===== src/include/usb_phy_params.svh =====
// USB PHY timing parameters.
// Sets bit lengths per speed, stuffing limit, synchronizer depth and EOP shape.
`ifndef USB_PHY_PARAMS_SVH
`define USB_PHY_PARAMS_SVH

// usb_clk cycles per full-speed bit.
`define USB_FS_BIT_CLKS 4
// usb_clk cycles per low-speed bit.
`define USB_LS_BIT_CLKS 32

// run of ones that forces a stuffed zero.
`define USB_STUFF_LIMIT 6

// flops between pad and line state.
`define USB_SYNC_STAGES 2

// se0 bit times before the closing j.
`define USB_EOP_SE0_BITS 2

`endif


===== src/usb_data_pkg.sv =====
// USB byte traffic types.
// Describes the bytes and receive status passed between PHY and controller.
`default_nettype none

package usb_data_pkg;

	typedef logic [7:0] usb_byte_t; // one data byte, sent lsb first.

	// sync as it lands in an lsb-first shift register.
	localparam usb_byte_t USB_SYNC_BYTE = 8'h80;

	// receive side report, one bundle per cycle.
	typedef struct packed {
		logic valid;  // one-cycle byte strobe.
		logic active; // sync seen, no eop yet.
		logic error;  // stuff error, pulses as active falls.
	} rx_status_t;

endpackage

`default_nettype wire


===== src/usb_line_pkg.sv =====
// USB line types.
// Describes the sampled and driven pins of one port and the decoded line state.
`default_nettype none

package usb_line_pkg;

	// single-ended line state, {vm, vp}.
	typedef logic [1:0] line_state_t;

	localparam line_state_t LINE_SE0 = 2'b00; // both lines low.

	// what the transceiver hands us from one port.
	typedef struct packed {
		logic rcv; // differential receiver output.
		logic vp;  // single-ended plus line.
		logic vm;  // single-ended minus line.
	} pad_sample_t;

	// what we drive onto one port.
	typedef struct packed {
		logic oe; // output enable, high drives the bus.
		logic vp; // plus line level.
		logic vm; // minus line level.
	} pad_drive_t;

endpackage

`default_nettype wire


===== src/softusb_filter.sv =====
// USB pad input synchronizer.
// Brings one port's sampled pins into usb_clk and reports the line state.
`timescale 1ns/1ps
`default_nettype none
`include "usb_phy_params.svh"

module softusb_filter (
	input  logic                      usb_clk,
	input  usb_line_pkg::pad_sample_t pins,
	output usb_line_pkg::line_state_t line,
	output logic                      rcv
);
	import usb_line_pkg::*;

	localparam int LAST = `USB_SYNC_STAGES - 1; // index of the output stage.

	pad_sample_t sync_q [`USB_SYNC_STAGES]; // metastability chain.

	always_ff @(posedge usb_clk) begin
		sync_q[0] <= pins; // first stage may go metastable.
		for (int i = 1; i < `USB_SYNC_STAGES; i++) begin
			sync_q[i] <= sync_q[i-1]; // settle through the chain.
		end
	end

	assign rcv  = sync_q[LAST].rcv;                     // differential bit.
	assign line = {sync_q[LAST].vm, sync_q[LAST].vp}; // single-ended state.

endmodule

`default_nettype wire


===== src/softusb_phy.sv =====
// Two-port USB 1.1 line interface.
// Synchronizes both ports, steers receive and transmit, drives bus reset.
`timescale 1ns/1ps
`default_nettype none
`include "usb_phy_params.svh"

module softusb_phy (
	input  logic                      usb_clk,
	input  logic                      usb_rst,

	input  usb_line_pkg::pad_sample_t usba_pins,
	output usb_line_pkg::pad_drive_t  usba_drive,
	output logic                      usba_spd,     // high for full speed.
	input  usb_line_pkg::pad_sample_t usbb_pins,
	output usb_line_pkg::pad_drive_t  usbb_drive,
	output logic                      usbb_spd,

	output usb_line_pkg::line_state_t line_state_a,
	output usb_line_pkg::line_state_t line_state_b,

	input  logic                      port_sel_rx,  // 0 is port a.
	input  logic [1:0]                port_sel_tx,  // transmit enable per port.
	input  logic [1:0]                generate_reset, // force se0 per port.
	input  logic                      tx_low_speed,
	input  logic [1:0]                low_speed,    // speed per port.
	input  logic                      generate_eop,

	input  usb_data_pkg::usb_byte_t   tx_data,
	input  logic                      tx_valid,
	output logic                      tx_ready,
	output logic                      tx_busy,      // packet or eop in flight.

	output usb_data_pkg::usb_byte_t   rx_data,
	output usb_data_pkg::rx_status_t  rx_status
);
	import usb_line_pkg::*;

	logic                        rcv_a;
	logic                        rcv_b;
	logic                        txp;
	logic                        txm;
	logic                        txoe;
	logic                        txoe_q;   // previous oe, for the falling edge.
	logic [`USB_SYNC_STAGES-1:0] oe_dly;   // oe aligned to the pad echo.
	logic                        rxreset;
	line_state_t                 line_sel;
	pad_drive_t                  drive [2];

	softusb_filter filter_a (
		.usb_clk (usb_clk),
		.pins    (usba_pins),
		.line    (line_state_a),
		.rcv     (rcv_a)
	);

	softusb_filter filter_b (
		.usb_clk (usb_clk),
		.pins    (usbb_pins),
		.line    (line_state_b),
		.rcv     (rcv_b)
	);

	softusb_tx tx (
		.usb_clk      (usb_clk),
		.usb_rst      (usb_rst),
		.tx_data      (tx_data),
		.tx_valid     (tx_valid),
		.tx_ready     (tx_ready),
		.low_speed    (tx_low_speed),
		.generate_eop (generate_eop),
		.txp          (txp),
		.txm          (txm),
		.txoe         (txoe)
	);

	always_ff @(posedge usb_clk) begin
		if (usb_rst) begin
			txoe_q  <= 1'b0;
			oe_dly  <= '0;
			tx_busy <= 1'b0;
		end else begin
			txoe_q <= txoe;
			oe_dly <= {oe_dly[`USB_SYNC_STAGES-2:0], txoe}; // match filter latency.
			if (txoe_q && !txoe) begin
				tx_busy <= 1'b0; // one cycle after oe drops.
			end
			if (generate_eop || tx_valid) begin
				tx_busy <= 1'b1; // new request wins.
			end
		end
	end

	// our own echo must not look like a packet.
	assign rxreset  = usb_rst | oe_dly[`USB_SYNC_STAGES-1];
	assign line_sel = port_sel_rx ? line_state_b : line_state_a;

	softusb_rx rx (
		.usb_clk   (usb_clk),
		.rxreset   (rxreset),
		.rcv       (port_sel_rx ? rcv_b : rcv_a),
		.line      (line_sel),
		.low_speed (low_speed[port_sel_rx]),
		.rx_data   (rx_data),
		.rx_status (rx_status)
	);

	always_comb begin
		for (int p = 0; p < 2; p++) begin
			drive[p].oe = (txoe & port_sel_tx[p]) | generate_reset[p];
			drive[p].vp = txp & ~generate_reset[p]; // bus reset is se0.
			drive[p].vm = txm & ~generate_reset[p];
		end
	end

	assign usba_drive = drive[0];
	assign usbb_drive = drive[1];
	assign usba_spd   = ~low_speed[0];
	assign usbb_spd   = ~low_speed[1];

endmodule

`default_nettype wire


===== src/softusb_rx.sv =====
// USB receive chain.
// Recovers bit timing, hunts SYNC, NRZI decodes, unstuffs and assembles bytes.
`timescale 1ns/1ps
`default_nettype none
`include "usb_phy_params.svh"

module softusb_rx (
	input  logic                      usb_clk,
	input  logic                      rxreset,   // held while we transmit.
	input  logic                      rcv,       // synchronized differential bit.
	input  usb_line_pkg::line_state_t line,
	input  logic                      low_speed,
	output usb_data_pkg::usb_byte_t   rx_data,
	output usb_data_pkg::rx_status_t  rx_status
);
	import usb_line_pkg::*;
	import usb_data_pkg::*;

	localparam int PW = $clog2(`USB_LS_BIT_CLKS);     // phase counter width.
	localparam int OW = $clog2(`USB_STUFF_LIMIT + 1); // ones counter width.
	localparam logic [PW-1:0] FS_LAST  = PW'(`USB_FS_BIT_CLKS - 1);
	localparam logic [PW-1:0] LS_LAST  = PW'(`USB_LS_BIT_CLKS - 1);
	localparam logic [OW-1:0] STUFF_AT = OW'(`USB_STUFF_LIMIT);

	logic [PW-1:0] phase;     // clocks since the last edge or bit start.
	logic [PW-1:0] bit_last;  // bit length minus one.
	logic          rcv_q;     // previous rcv, for edge detect.
	logic          edge_seen;
	logic          sample;    // mid-bit strobe.
	logic          se0;
	logic          last_rcv;  // level of the previous bit.
	logic          bit_val;   // nrzi decoded bit.
	usb_byte_t     sr;        // sync hunt and deserializer.
	usb_byte_t     sr_next;
	logic [2:0]    bit_cnt;   // kept bits in the current byte.
	logic [OW-1:0] ones_cnt;  // consecutive ones received.

	always_comb begin
		bit_last  = low_speed ? LS_LAST : FS_LAST;
		edge_seen = rcv ^ rcv_q;
		sample    = ~edge_seen & (phase == (bit_last >> 1)); // middle of the bit.
		se0       = (line == LINE_SE0);
		bit_val   = (rcv == last_rcv); // no transition reads as one.
		sr_next   = {bit_val, sr[7:1]}; // lsb first.
	end

	assign rx_data = sr; // stable long after each strobe.

	always_ff @(posedge usb_clk) begin
		rcv_q <= rcv;
	end

	always_ff @(posedge usb_clk) begin
		if (rxreset) begin
			phase     <= '0;
			last_rcv  <= rcv;
			sr        <= '1;
			bit_cnt   <= '0;
			ones_cnt  <= '0;
			rx_status <= '0;
		end else begin
			// resync on every edge, free-run between them.
			if (edge_seen || (phase == bit_last)) begin
				phase <= '0;
			end else begin
				phase <= phase + 1'b1;
			end
			rx_status.valid <= 1'b0;
			rx_status.error <= 1'b0;
			if (sample) begin
				if (se0) begin
					rx_status.active <= 1'b0; // eop, back to hunting.
					sr               <= '1;
				end else begin
					last_rcv <= rcv;
					if (!rx_status.active) begin
						sr <= sr_next;
						if (sr_next == USB_SYNC_BYTE) begin
							rx_status.active <= 1'b1;
							bit_cnt          <= '0;
							ones_cnt         <= OW'(1); // sync ends in a one.
						end
					end else if (ones_cnt == STUFF_AT) begin
						ones_cnt <= '0; // stuffed bit, dropped.
						if (bit_val) begin
							rx_status.error  <= 1'b1; // seventh one.
							rx_status.active <= 1'b0;
							sr               <= '1;
						end
					end else begin
						sr       <= sr_next;
						ones_cnt <= bit_val ? ones_cnt + 1'b1 : '0;
						bit_cnt  <= bit_cnt + 1'b1;
						if (bit_cnt == 3'd7) begin
							rx_status.valid <= 1'b1; // eighth kept bit.
						end
					end
				end
			end
		end
	end

endmodule

`default_nettype wire


===== src/softusb_tx.sv =====
// USB transmit chain.
// Serializes bytes lsb first, stuffs, NRZI encodes and closes with SE0 SE0 J.
`timescale 1ns/1ps
`default_nettype none
`include "usb_phy_params.svh"

module softusb_tx (
	input  logic                    usb_clk,
	input  logic                    usb_rst,
	input  usb_data_pkg::usb_byte_t tx_data,
	input  logic                    tx_valid,
	output logic                    tx_ready,    // pulses when the byte is taken.
	input  logic                    low_speed,
	input  logic                    generate_eop, // lone eop request.
	output logic                    txp,
	output logic                    txm,
	output logic                    txoe
);
	import usb_data_pkg::*;

	localparam int TW = $clog2(`USB_LS_BIT_CLKS);      // bit timer width.
	localparam int OW = $clog2(`USB_STUFF_LIMIT + 1);  // ones counter width.
	localparam int EW = $clog2(`USB_EOP_SE0_BITS + 1); // se0 counter width.
	localparam logic [TW-1:0] FS_RELOAD = TW'(`USB_FS_BIT_CLKS - 1);
	localparam logic [TW-1:0] LS_RELOAD = TW'(`USB_LS_BIT_CLKS - 1);
	localparam logic [OW-1:0] STUFF_AT  = OW'(`USB_STUFF_LIMIT);
	localparam logic [EW-1:0] SE0_LAST  = EW'(`USB_EOP_SE0_BITS);

	typedef enum logic [1:0] {TX_IDLE, TX_DATA, TX_EOP, TX_JBIT} tx_state_t;

	tx_state_t     state;
	logic [TW-1:0] timer;      // clocks left in the current bit.
	logic [TW-1:0] reload;     // bit length minus one.
	logic          ls_q;       // speed latched at packet start.
	logic          level;      // nrzi level, 1 is j.
	logic          se0;        // drive both lines low.
	logic [OW-1:0] ones_cnt;   // consecutive ones sent.
	logic [EW-1:0] eop_cnt;    // se0 bits sent so far.
	logic [3:0]    bits_taken; // data bits used from sr.
	usb_byte_t     sr;         // serializer shift register.
	logic          emit;       // a new bit time starts now.
	logic          stuff;      // next bit is a stuffed zero.
	logic          byte_done;
	logic          send;       // next bit is a data bit.
	logic          eop_go;     // next bit opens the eop.
	logic          data_bit;

	always_comb begin
		emit      = (state == TX_IDLE) ? (tx_valid | generate_eop) : (timer == '0);
		stuff     = (state == TX_DATA) && (ones_cnt == STUFF_AT);
		byte_done = (bits_taken == 4'd8);
		// fetch at idle or at a byte boundary, never in place of a stuffed bit.
		tx_ready  = emit & tx_valid &
			((state == TX_IDLE) | ((state == TX_DATA) & ~stuff & byte_done));
		send      = tx_ready | (emit & (state == TX_DATA) & ~stuff & ~byte_done);
		eop_go    = emit & ~tx_ready &
			(((state == TX_IDLE) & generate_eop) | ((state == TX_DATA) & ~stuff & byte_done));
		data_bit  = tx_ready ? tx_data[0] : sr[0]; // bit 0 goes out with the load.
		reload    = ((state == TX_IDLE) ? low_speed : ls_q) ? LS_RELOAD : FS_RELOAD;
	end

	// j is vp high at full speed, vm high at low speed.
	assign txp = ~se0 & (level ^ ls_q);
	assign txm = ~se0 & ~(level ^ ls_q);

	always_ff @(posedge usb_clk) begin
		if (tx_ready) begin
			sr <= {1'b0, tx_data[7:1]}; // bit 0 already on the line.
		end else if (send) begin
			sr <= {1'b0, sr[7:1]};
		end
	end

	always_ff @(posedge usb_clk) begin
		if (usb_rst) begin
			state      <= TX_IDLE;
			timer      <= '0;
			ls_q       <= 1'b0;
			level      <= 1'b1;
			se0        <= 1'b0;
			txoe       <= 1'b0;
			ones_cnt   <= '0;
			eop_cnt    <= '0;
			bits_taken <= '0;
		end else begin
			if (emit) begin
				timer <= reload; // restart bit timer.
			end else if (state != TX_IDLE) begin
				timer <= timer - 1'b1;
			end
			if ((state == TX_IDLE) && emit) begin
				ls_q <= low_speed; // speed fixed for the whole packet.
			end
			if (tx_ready) begin
				state      <= TX_DATA;
				txoe       <= 1'b1;
				bits_taken <= 4'd1;
			end else if (send) begin
				bits_taken <= bits_taken + 1'b1;
			end
			if (send) begin
				if (data_bit) begin
					ones_cnt <= ones_cnt + 1'b1; // one keeps the level.
				end else begin
					level    <= ~level; // zero toggles.
					ones_cnt <= '0;
				end
			end else if (emit && stuff) begin
				level    <= ~level; // stuffed zero, sr untouched.
				ones_cnt <= '0;
			end
			if (eop_go) begin
				state    <= TX_EOP;
				txoe     <= 1'b1;
				se0      <= 1'b1;
				eop_cnt  <= EW'(1);
				ones_cnt <= '0;
			end
			if (emit && (state == TX_EOP)) begin
				if (eop_cnt == SE0_LAST) begin
					state <= TX_JBIT;
					se0   <= 1'b0;
					level <= 1'b1; // closing j, also the idle level.
				end else begin
					eop_cnt <= eop_cnt + 1'b1;
				end
			end
			if (emit && (state == TX_JBIT)) begin
				state <= TX_IDLE;
				txoe  <= 1'b0; // release after the j bit.
			end
		end
	end

endmodule

`default_nettype wire


===== config.mk =====
export PLATFORM = sky130hd
export DESIGN_NAME = softusb_phy
export DESIGN_NICKNAME = d
export VERILOG_FILES = /design/src/usb_data_pkg.sv /design/src/usb_line_pkg.sv /design/src/softusb_filter.sv /design/src/softusb_phy.sv /design/src/softusb_rx.sv /design/src/softusb_tx.sv
export VERILOG_INCLUDE_DIRS = /design/src /design/src/include
export SDC_FILE = /design/constraint.sdc
export NUM_CORES = 1
export LEC_CHECK = 0
export BUFFER_PORTS_ARGS = -buffer_cell sky130_fd_sc_hd__buf_4
export CAP_MARGIN = 20
export CELL_PAD_IN_SITES_DETAIL_PLACEMENT = 0
export CELL_PAD_IN_SITES_GLOBAL_PLACEMENT = 2
export CORE_MARGIN = 8
export CORE_UTILIZATION = 37
export CTS_CLUSTER_DIAMETER = 150
export CTS_CLUSTER_SIZE = 40
export DETAILED_ROUTE_END_ITERATION = 6
export PLACE_DENSITY_LB_ADDON = 0.1
export SKIP_CTS_REPAIR_TIMING = 1
export SLEW_MARGIN = 0
export SYNTH_ARGS = -nofsm -noshare
export SYNTH_HDL_FRONTEND = slang
export SYNTH_SLANG_ARGS = --single-unit

===== constraint.sdc =====
create_clock -name usb_clk -period 5.42 [get_ports usb_clk]
set_input_delay 0 -clock usb_clk [delete_from_list [all_inputs] [get_ports usb_clk]]
set_output_delay 0 -clock usb_clk [all_outputs]
set_load 0.02 [all_outputs]

==> impl_metrics.env, run 1 <==
export IMPL_rr_worst_depth=6
export IMPL_slowest_stage="nor2_1"
export IMPL_num_antenna_cells=0
export IMPL_viasPerCell=4.94
export IMPL_insertion_delay_ps=340
export IMPL_hold_viol_final=0
export IMPL_synth_cell_type_count=55
export IMPL_synth_edf_count=8
export IMPL_critPathRequiredTime_ps=5510
export IMPL_period_share=0.484
export IMPL_clock_path_buffers=2
export IMPL_grt_overflow=0
export IMPL_die_height_um=106
export IMPL_final_cell_mix="dfxtp_1, buf_4, nor2_1, nand2_1, inv_1"
export IMPL_drive_gt1_frac=0.227
export IMPL_max_slew_margin_rel=0.339
export IMPL_hold_ws_ps=15.9
export IMPL_cts_made_buffers=9
export IMPL_skew_ps=14.7
export IMPL_ys_seq_elements=66
export IMPL_layout_nets=416
export IMPL_holdPathStages=3
export IMPL_rsz0062_at_grt="no"
export IMPL_layout_min_cycle_time_ps=2620
export IMPL_p_per_area_nw_per_um2=301
export IMPL_critical_path_cell_count=6
export IMPL_fmax_mhz=382
export IMPL_worst_path_max_fanout=13
export IMPL_antenna_found_initial=0
export IMPL_avgSynthCellArea_um2=9.60
export IMPL_crit_arrival_ps=2710
export IMPL_ant_nets=0
export IMPL_areaGrowthSynthToFinish_pct=27.5
export IMPL_power_leakage_uw=0.00158
export IMPL_cp_buffers_inverters=1
export IMPL_status="finished, final reports clean"
export IMPL_endpoint_kind="flop"
export IMPL_multiInputGateArea_um2=1460
export IMPL_dr_pass1_iters=4
export IMPL_cpPeakStageDelay_ps=790
export IMPL_yosysSeqAreaShare=0.469
export IMPL_grt_pass1_wl_um=11300
export IMPL_via_count=2402
export IMPL_grt_pass1_vias=2372
export IMPL_startpoint_type="flop"
export IMPL_grt_max_degree=24
export IMPL_die_width_um=106
export IMPL_start_util=0.384
export IMPL_drtIter0Drc=94
export IMPL_tns_ps=0
export IMPL_cts_sinks=66
export IMPL_syn_inst=311
export IMPL_cp_top_family="simple AND/OR/NAND/NOR gates"
export IMPL_path_class="reg -> reg"
export IMPL_mostFrequentLayoutCell="dfxtp_1"
export IMPL_seq_area_um2=1400
export IMPL_drv_cap=0
export IMPL_num_rows=32
export IMPL_setup_viol=0
export IMPL_htreeDepth=3
export IMPL_slew_viol_final=0
export IMPL_fillerInstances=759
export IMPL_dpl_hpwl_um=4780
export IMPL_cp_cell_sequence="inv_1 > ha_1 > nor4b_4 > a31oi_1 > nor2_1 > mux2_2"
export IMPL_ys_flop_type="dfxtp_1"
export IMPL_clkSlewWorstSetupHoldPaths_ps=70
export IMPL_worstMarginPinSlew_ps=988
export IMPL_hp_class="in -> reg"
export IMPL_cts_root_buf="clkbuf_8"
export IMPL_place_gp_congestion=0.752
export IMPL_track_usage=0.123
export IMPL_ys_async_sr_fraction=0
export IMPL_top_level_ports=51
export IMPL_cts_tree="built"
export IMPL_dieArea_um2=11200
export IMPL_route_detailed_drc=0
export IMPL_routed_wl_um=6590
export IMPL_wire_per_inst_um=13.6
export IMPL_synth_nets=348
export IMPL_io_buffers=50
export IMPL_yosys_warnings=0
export IMPL_fp_coreArea_um2=7770
export IMPL_ir_worst_vdd_uv=140
export IMPL_syn_area_um2=2990
## sequential cells by signal, summed over array words and instances (netlist names), 2 cells and up
| name | cells |
|---|---|
| tx.bits_taken | 4 |
| tx.eop_cnt | 2 |
| tx.state | 2 |
| rx.bit_cnt | 3 |
| tx.timer | 5 |
| rx.rx_data | 8 |
| tx.sr | 7 |
| rx.rx_status | 3 |
| filter_a.sync_q | 6 |
| rx.phase | 5 |
| rx.ones_cnt | 3 |
| tx.ones_cnt | 3 |
| filter_b.sync_q | 6 |
| oe_dly | 2 |
## power breakdown
group / internal [uW] / switching [uW]
Combinational: 82.0 / 94.2
Sequential: 528 / 24.8
Clock: 225 / 193
## layout make-up
cell class              instances  share of cell area
well taps                     102              0.0335
repair buffers                 68               0.144
multi-input cells             216               0.383
flip-flops and latches         66               0.368
clock buffers                  10              0.0362
inverters                      18              0.0178
clock inverters                 6              0.0168
## logic make-up (layout without fill, tap and decap cells)
kind of cell               count (synthesis)  in the layout  synth area share
AOI/OAI and AO/OA                         63             63             0.145
muxes                                     18             18            0.0641
xor gates and xnor gates                  11             11            0.0323
buffers and inverters                     29            102            0.0419
and+or+nand+nor                          113            113             0.201
adders and majority gates                 11             11            0.0461
DFF                                       66             66             0.469
## through the flow
step	cells	power (uW)	area, um^2	setup slack, ps	util
after floorplan	311	674	2990	3290	-
after global placement	452	731	3430	2840	0.442
after detailed placement	452	731	3430	2790	0.442
final	486	1150	3800	2800	0.490
after CTS	468	1160	3630	2750	0.468
after global routing	486	1210	3800	2510	0.490
## synthesized netlist by cell type, drive strengths merged, types with 3 or more instances
cell / number / area [um^2]
nand3b: 3 / 22.5
nor2b: 7 / 43.8
a31oi: 4 / 25.0
inv: 18 / 67.6
mux2: 6 / 67.6
edfxtp: 8 / 240
nand2: 19 / 71.3
xnor2: 6 / 52.6
o22ai: 3 / 18.8
ha: 11 / 138
a21oi: 12 / 60.1
a211oi: 9 / 67.6
nor4b: 3 / 56.3
buf: 6 / 38.8
o21a: 3 / 22.5
nand3: 9 / 45.0
nor2: 36 / 135
dfxtp: 58 / 1160
xor2: 5 / 43.8
nor3: 18 / 95.1
o21ai: 12 / 67.6
mux2i: 12 / 124
clkbuf: 5 / 18.8
nor4: 3 / 18.8
o31ai: 4 / 30.0
and3: 5 / 32.5
## metal layers
layer,wire length [um],up-vias,GRT usage
met4,99,0,0.0523
li1,-,1247,-
met1,3000,1108,0.138
met3,293,9,0.0408
met5,0,-,0
met2,3200,38,0.207
## final timing paths
kind / start / to / slack (ps)
hold / removal: tx_valid / tx.state[0] / 20
hold reg to reg: filter_b.sync_q[0][2] / filter_b.sync_q[0][5] / 330
setup reg to reg: tx.timer[0] / tx.sr[2] / 2800
setup / recovery: tx.timer[0] / tx.sr[2] / 2800
## worst register-to-register path: cells and delay by family (launching register included)
family	cells	cell delay, ps
and+or+nand+nor	2	1160
adders and majority gates	1	170
buffers and inverters	1	90
DFF	1	340
AOI/OAI and AO/OA	1	200
muxes	1	420
(Power assumes the default switching activity.)
==> run 2: changes to the inputs <==
--- a/config.mk
+++ b/config.mk
@@ -11,7 +11,7 @@
 export CELL_PAD_IN_SITES_DETAIL_PLACEMENT = 0
 export CELL_PAD_IN_SITES_GLOBAL_PLACEMENT = 2
 export CORE_MARGIN = 8
-export CORE_UTILIZATION = 37
+export CORE_UTILIZATION = 34
 export CTS_CLUSTER_DIAMETER = 150
 export CTS_CLUSTER_SIZE = 40
 export DETAILED_ROUTE_END_ITERATION = 6
==> constraint.sdc (replaced) <==
create_clock -name usb_clk -period 2.7 [get_ports usb_clk]
set_input_delay 0 -clock usb_clk [delete_from_list [all_inputs] [get_ports usb_clk]]
set_output_delay 0 -clock usb_clk [all_outputs]
set_load 0.02 [all_outputs]
==> run 2 against run 1 <==
  * Critical path depth rose by 1
  * Clock power rose by 110%
  * Non-clock buffer count rose by 1
  * Sequential share of layout area fell by 0.18 points
  * Via count rose by 1.0%
  * Cell count rose by 1.4%
  * Die area rose by 7.5%
  * Fmax rose by 22%
  * Worst setup slack got worse by 2200 ps
  * Critical endpoint is now tx.sr[1]
==> impl_metrics.env, run 2 (synthesized netlist as in run 1, its figures left out) <==
export IMPL_dr_pass1_iters=4
export IMPL_ir_worst_vdd_uv=231
export IMPL_setup_viol=0
export IMPL_rr_worst_depth=7
export IMPL_wl_met3_um=306
export IMPL_r2r_start="tx.timer[0]"
export IMPL_num_antenna_cells=0
export IMPL_skew_ps=12.9
export IMPL_top_layer="met4"
export IMPL_wire_per_inst_um=14.0
export IMPL_critPathRequiredTime_ps=2790
export IMPL_tns_ps=0
export IMPL_cts_sinks=66
export IMPL_power_leakage_uw=0.00159
export IMPL_mostFrequentLayoutCell="dfxtp_1"
export IMPL_io_buffers=50
export IMPL_areaGrowthSynthToFinish_pct=28.1
export IMPL_fillerInstances=852
export IMPL_antenna_found_initial=0
export IMPL_cp_top_family="simple AND/OR/NAND/NOR gates"
export IMPL_clock_path_buffers=2
export IMPL_track_usage=0.117
export IMPL_drtIter0Drc=74
export IMPL_status="finished, final reports clean"
export IMPL_period_share=0.796
export IMPL_worst_path_max_fanout=13
export IMPL_path_class="reg -> reg"
export IMPL_top_level_ports=51
export IMPL_rsz0062_at_grt="no"
export IMPL_route_detailed_drc=0
export IMPL_layout_nets=417
export IMPL_ant_nets=0
export IMPL_grt_pass1_wl_um=11000
export IMPL_p_per_area_nw_per_um2=611
export IMPL_fp_coreArea_um2=8640
export IMPL_holdPathStages=2
export IMPL_die_width_um=110
export IMPL_fmax_mhz=466
export IMPL_endpoint_kind="flop"
export IMPL_grt_pass1_vias=2283
export IMPL_dpl_hpwl_um=4970
export IMPL_cts_tree="built"
export IMPL_grt_max_degree=24
export IMPL_slowest_stage="nor4b_4"
export IMPL_layout_min_cycle_time_ps=2150
export IMPL_routed_wl_um=6900
export IMPL_via_count=2426
export IMPL_num_rows=34
export IMPL_dieArea_um2=12000
export IMPL_wl_met2_um=3340
export IMPL_hold_viol_final=0
export IMPL_wl_met1_um=3200
export IMPL_cp_cell_sequence="inv_1 > ha_1 > nor4b_4 > a31oi_1 > nor2_1 > buf_4 > mux2_2"
export IMPL_whs_endpoint="tx.ls_q"
export IMPL_cp_buffers_inverters=2
export IMPL_startpoint_type="flop"
export IMPL_min_from="usb_rst"
export IMPL_largest_reg_flops=8
export IMPL_hold_ws_ps=9.35
export IMPL_place_area_um2=3470
export IMPL_final_cell_area_um2=3820
export IMPL_place_gp_congestion=0.714
export IMPL_crit_arrival_ps=2240
export IMPL_slew_viol_final=0
export IMPL_grt_overflow=0
export IMPL_worstMarginPinSlew_ps=575
export IMPL_die_height_um=110
export IMPL_multiInputGateArea_um2=1460
export IMPL_reg2reg_slack_ps=550
export IMPL_finish_utilization=0.443
export IMPL_cpPeakStageDelay_ps=380
export IMPL_clkSlewWorstSetupHoldPaths_ps=80
export IMPL_start_util=0.346
export IMPL_hp_class="in -> reg"
export IMPL_htreeDepth=3
export IMPL_max_slew_margin_rel=0.614
export IMPL_final_cell_mix="dfxtp_1, buf_4, nor2_1, nand2_1, inv_1"
export IMPL_insertion_delay_ps=340
export IMPL_r2r_end="tx.sr[1]"
export IMPL_fin_total_pwr_uw=2340
export IMPL_cts_root_buf="clkbuf_8"
export IMPL_cts_made_buffers=9
export IMPL_drive_gt1_frac=0.231
export IMPL_seq_area_um2=1400
export IMPL_viasPerCell=4.92
export IMPL_drv_cap=0
-- run 2: cell count changes in the layout (fill, tap and decap cells not counted), sizes merged --
cell,before,now
clkinv,2,0
dlygate4sd3,16,15
buf,50,54
inv,19,23
clkinvlp,2,1
clkbuf,12,9
-- run 2: cell type report --
class	count	share of cell area
inverter	18	0.0177
clock inverter	7	0.0213
clock buffer	9	0.0324
sequential	66	0.366
tap	108	0.0353
timing repair buffer	69	0.145
multi-input combinational	216	0.382
-- run 2: how the worst max path moves through the flow --
stage,from,to,slack (ps),cells after the start
after global placement,tx.timer[0],tx.sr[4],640,7
after global routing,tx.timer[0],tx.ones_cnt[0],410,7
after CTS,tx.timer[0],tx.sr[1],570,7
after detailed placement,tx.timer[0],tx.ones_cnt[0],590,7
final,tx.timer[0],tx.sr[1],550,7
after floorplan,tx.timer[0],tx.sr[3],570,7
-- run 2: power by group --
group / switching [uW] / internal (uW) / leakage (uW) / total, uW
sequential: 52.4 / 1060 / 0.000555 / 1110
clock: 425 / 443 / 0.000103 / 868
combinational: 190 / 168 / 0.000932 / 358
total: 667 / 1670 / 0.00159 / 2340
-- run 2: layer usage --
metal	up-vias	GRT usage
li1	1242	-
met1	1136	0.141
met2	42	0.191
met3	6	0.0399
met4	0	0.0376
met5	-	0
-- run 2: worst reg2reg max path, cell delays in order, from the launching register on --
cell	delay, ps
dfxtp_1	340
inv_1	80
ha_1	180
nor4b_4	380
a31oi_1	220
nor2_1	140
buf_4	200
mux2_2	360
-- run 2: through the flow --
stage | setup slack [ps] | std cells
floorplan | 568 | 311
global placement | 636 | 462
detailed placement | 589 | 462
CTS | 572 | 478
global route | 412 | 493
finish | 552 | 493
==> run 3: changes to the inputs <==
--- a/config.mk
+++ b/config.mk
@@ -11,7 +11,7 @@
 export CELL_PAD_IN_SITES_DETAIL_PLACEMENT = 0
 export CELL_PAD_IN_SITES_GLOBAL_PLACEMENT = 2
 export CORE_MARGIN = 8
-export CORE_UTILIZATION = 34
+export CORE_UTILIZATION = 31
 export CTS_CLUSTER_DIAMETER = 150
 export CTS_CLUSTER_SIZE = 40
 export DETAILED_ROUTE_END_ITERATION = 6
==> constraint.sdc (replaced) <==
create_clock -name usb_clk -period 1.9 [get_ports usb_clk]
set_input_delay 0 -clock usb_clk [delete_from_list [all_inputs] [get_ports usb_clk]]
set_output_delay 0 -clock usb_clk [all_outputs]
set_load 0.02 [all_outputs]
==> run 3 against run 2 <==
  * The run now ends with setup timing left
  * Sequential power rose by 41%
  * Sequential share of layout area fell by 2.8 points
  * Total power rose by 42%
  * Clock skew fell by 2.9 ps
  * Worst hold slack got worse by 8.9 ps
  * Critical path type unchanged
  * Largest cell class unchanged
  * Highest routed layer unchanged
==> impl_metrics.env, run 3 (synthesized netlist as in run 1, its figures left out) <==
export IMPL_status="finished with violations"
export IMPL_violations="setup timing"
export IMPL_drive_gt1_frac=0.333
export IMPL_grt_pass1_vias=2505
export IMPL_path_class="reg -> reg"
export IMPL_fin_total_pwr_uw=3320
export IMPL_mostFrequentLayoutCell="buf_4"
export IMPL_drtIter0Drc=59
export IMPL_wire_per_inst_um=13.5
export IMPL_antenna_found_initial=0
export IMPL_cpPeakStageDelay_ps=330
export IMPL_hp_class="in -> reg"
export IMPL_max_slew_margin_rel=0.719
export IMPL_num_antenna_cells=0
export IMPL_insertion_delay_ps=350
export IMPL_ir_worst_vdd_uv=268
export IMPL_slew_viol_final=0
export IMPL_grt_max_degree=24
export IMPL_startpoint="tx.timer[1]"
export IMPL_clkSlewWorstSetupHoldPaths_ps=80
export IMPL_route_detailed_drc=0
export IMPL_setup_viol=4
export IMPL_endpoint_kind="flop"
export IMPL_routed_wl_um=7360
export IMPL_layout_nets=444
export IMPL_rr_worst_depth=7
export IMPL_dieArea_um2=13000
export IMPL_min_from="usb_rst"
export IMPL_startpoint_type="flop"
export IMPL_track_usage=0.117
export IMPL_num_rows=36
export IMPL_grt_overflow=0
export IMPL_crit_end="tx.sr[2]"
export IMPL_p_per_area_nw_per_um2=799
export IMPL_via_count=2544
export IMPL_grt_pass1_wl_um=12100
export IMPL_cts_made_buffers=9
export IMPL_critPathRequiredTime_ps=2000
export IMPL_hold_viol_final=0
export IMPL_largest_reg_flops=8
export IMPL_r2r_end="tx.sr[2]"
export IMPL_io_buffers=50
export IMPL_worstMarginPinSlew_ps=409
export IMPL_drv_cap=0
export IMPL_cts_root_buf="clkbuf_8"
export IMPL_layout_min_cycle_time_ps=1910
export IMPL_power_leakage_uw=0.00175
export IMPL_clock_path_buffers=2
export IMPL_worst_path_max_fanout=5
export IMPL_viasPerCell=4.67
export IMPL_dr_pass1_iters=4
export IMPL_period_share=1.01
export IMPL_areaGrowthSynthToFinish_pct=39.0
export IMPL_cp_cell_sequence="inv_2 > ha_4 > nor4b_4 > a31oi_2 > nor2_2 > buf_6 > mux2_4"
export IMPL_htreeDepth=3
export IMPL_die_height_um=114
export IMPL_cts_sinks=66
export IMPL_slowest_stage="dfxtp_2"
export IMPL_final_cell_mix="buf_4, dfxtp_1, nor2_1, nand2_1, inv_1"
export IMPL_place_gp_congestion=0.738
export IMPL_reg2reg_slack_ps=-10
export IMPL_setup_ws_ps=-10.3
export IMPL_skew_ps=10.0
export IMPL_crit_arrival_ps=2010
export IMPL_cts_tree="built"
export IMPL_dpl_hpwl_um=5350
export IMPL_start_util=0.313
export IMPL_ant_nets=0
export IMPL_top_level_ports=51
export IMPL_die_width_um=114
export IMPL_dp_slack_ps=-78.0
export IMPL_rsz0062_at_grt="yes"
export IMPL_fmax_mhz=523
export IMPL_r2r_start="tx.timer[1]"
export IMPL_fp_coreArea_um2=9550
## run 3: changes by cell type in the layout (fill, tap and decap cells not counted), moves of 3 or more
cell / delta
buf_4: +25
mux2_2: -6
mux2_4: +6
dfxtp_1: -4
dfxtp_2: +4
a211oi_1: -3
a211oi_2: +3
nor3_1: -3
nor3_2: +3
## run 3: layer usage
| metal | global-route usage | vias up | share of wire | wire length (um) |
|---|---|---|---|---|
| met5 | 0 | - | 0 | 0 |
| met4 | 0.0559 | 0 | 0.018 | 135 |
| met3 | 0.0253 | 10 | 0.038 | 276 |
| met2 | 0.198 | 32 | 0.51 | 3720 |
| met1 | 0.136 | 1198 | 0.44 | 3230 |
| li1 | - | 1304 | - | - |
## run 3: stage by stage
step	TNS [ps]	std cells	instance area (um^2)	util	hold slack, ps
2_1_floorplan	-120	311	3020	-	27.7
3_3_place_gp	0	508	3690	0.386	105
3_5_place_dp	-272	508	3690	0.386	106
4_1_cts	-315	524	3860	0.405	-270
5_1_grt	-799	545	4150	0.434	14.0
6_report	-26.0	545	4150	0.434	0.423
## run 3: report_power, final
part | internal, uW | total, uW | switching [uW]
combinational | 327 | 645 | 318
sequential | 1510 | 1570 | 65.4
clock | 484 | 1100 | 615
total | 2320 | 3320 | 998
## run 3: worst min path at each step
stage / depth (start not counted) / to / slack (ps)
after global placement: 1 / filter_b.sync_q[0][0] / 110
after CTS: 1 / filter_b.sync_q[0][0] / -270
after floorplan: 0 / filter_a.sync_q[0][0] / 30
final: 2 / oe_dly[1] / 0.4
after global routing: 2 / oe_dly[1] / 10
after detailed placement: 1 / filter_b.sync_q[0][0] / 110
## run 3: cell type report
cell class | instances | area (um^2)
Tap cell | 133 | 166
Clock buffer | 9 | 124
Sequential cell | 66 | 1410
Fill cell | 990 | 5400
Timing Repair Buffer | 96 | 769
Multi-Input combinational cell | 216 | 1560
Inverter | 18 | 67.6
Clock inverter | 7 | 51.3
## run 3: worst max-delay path, delay by kind of cell, from the launching register on
family	cells	cell delay (ps)
flip-flops	1	330
AND/OR/NAND/NOR	2	510
adder cells (fa/ha/maj)	1	120
AO/OA/AOI/OAI	1	160
buffers and inverters	2	240
multiplexers	1	300
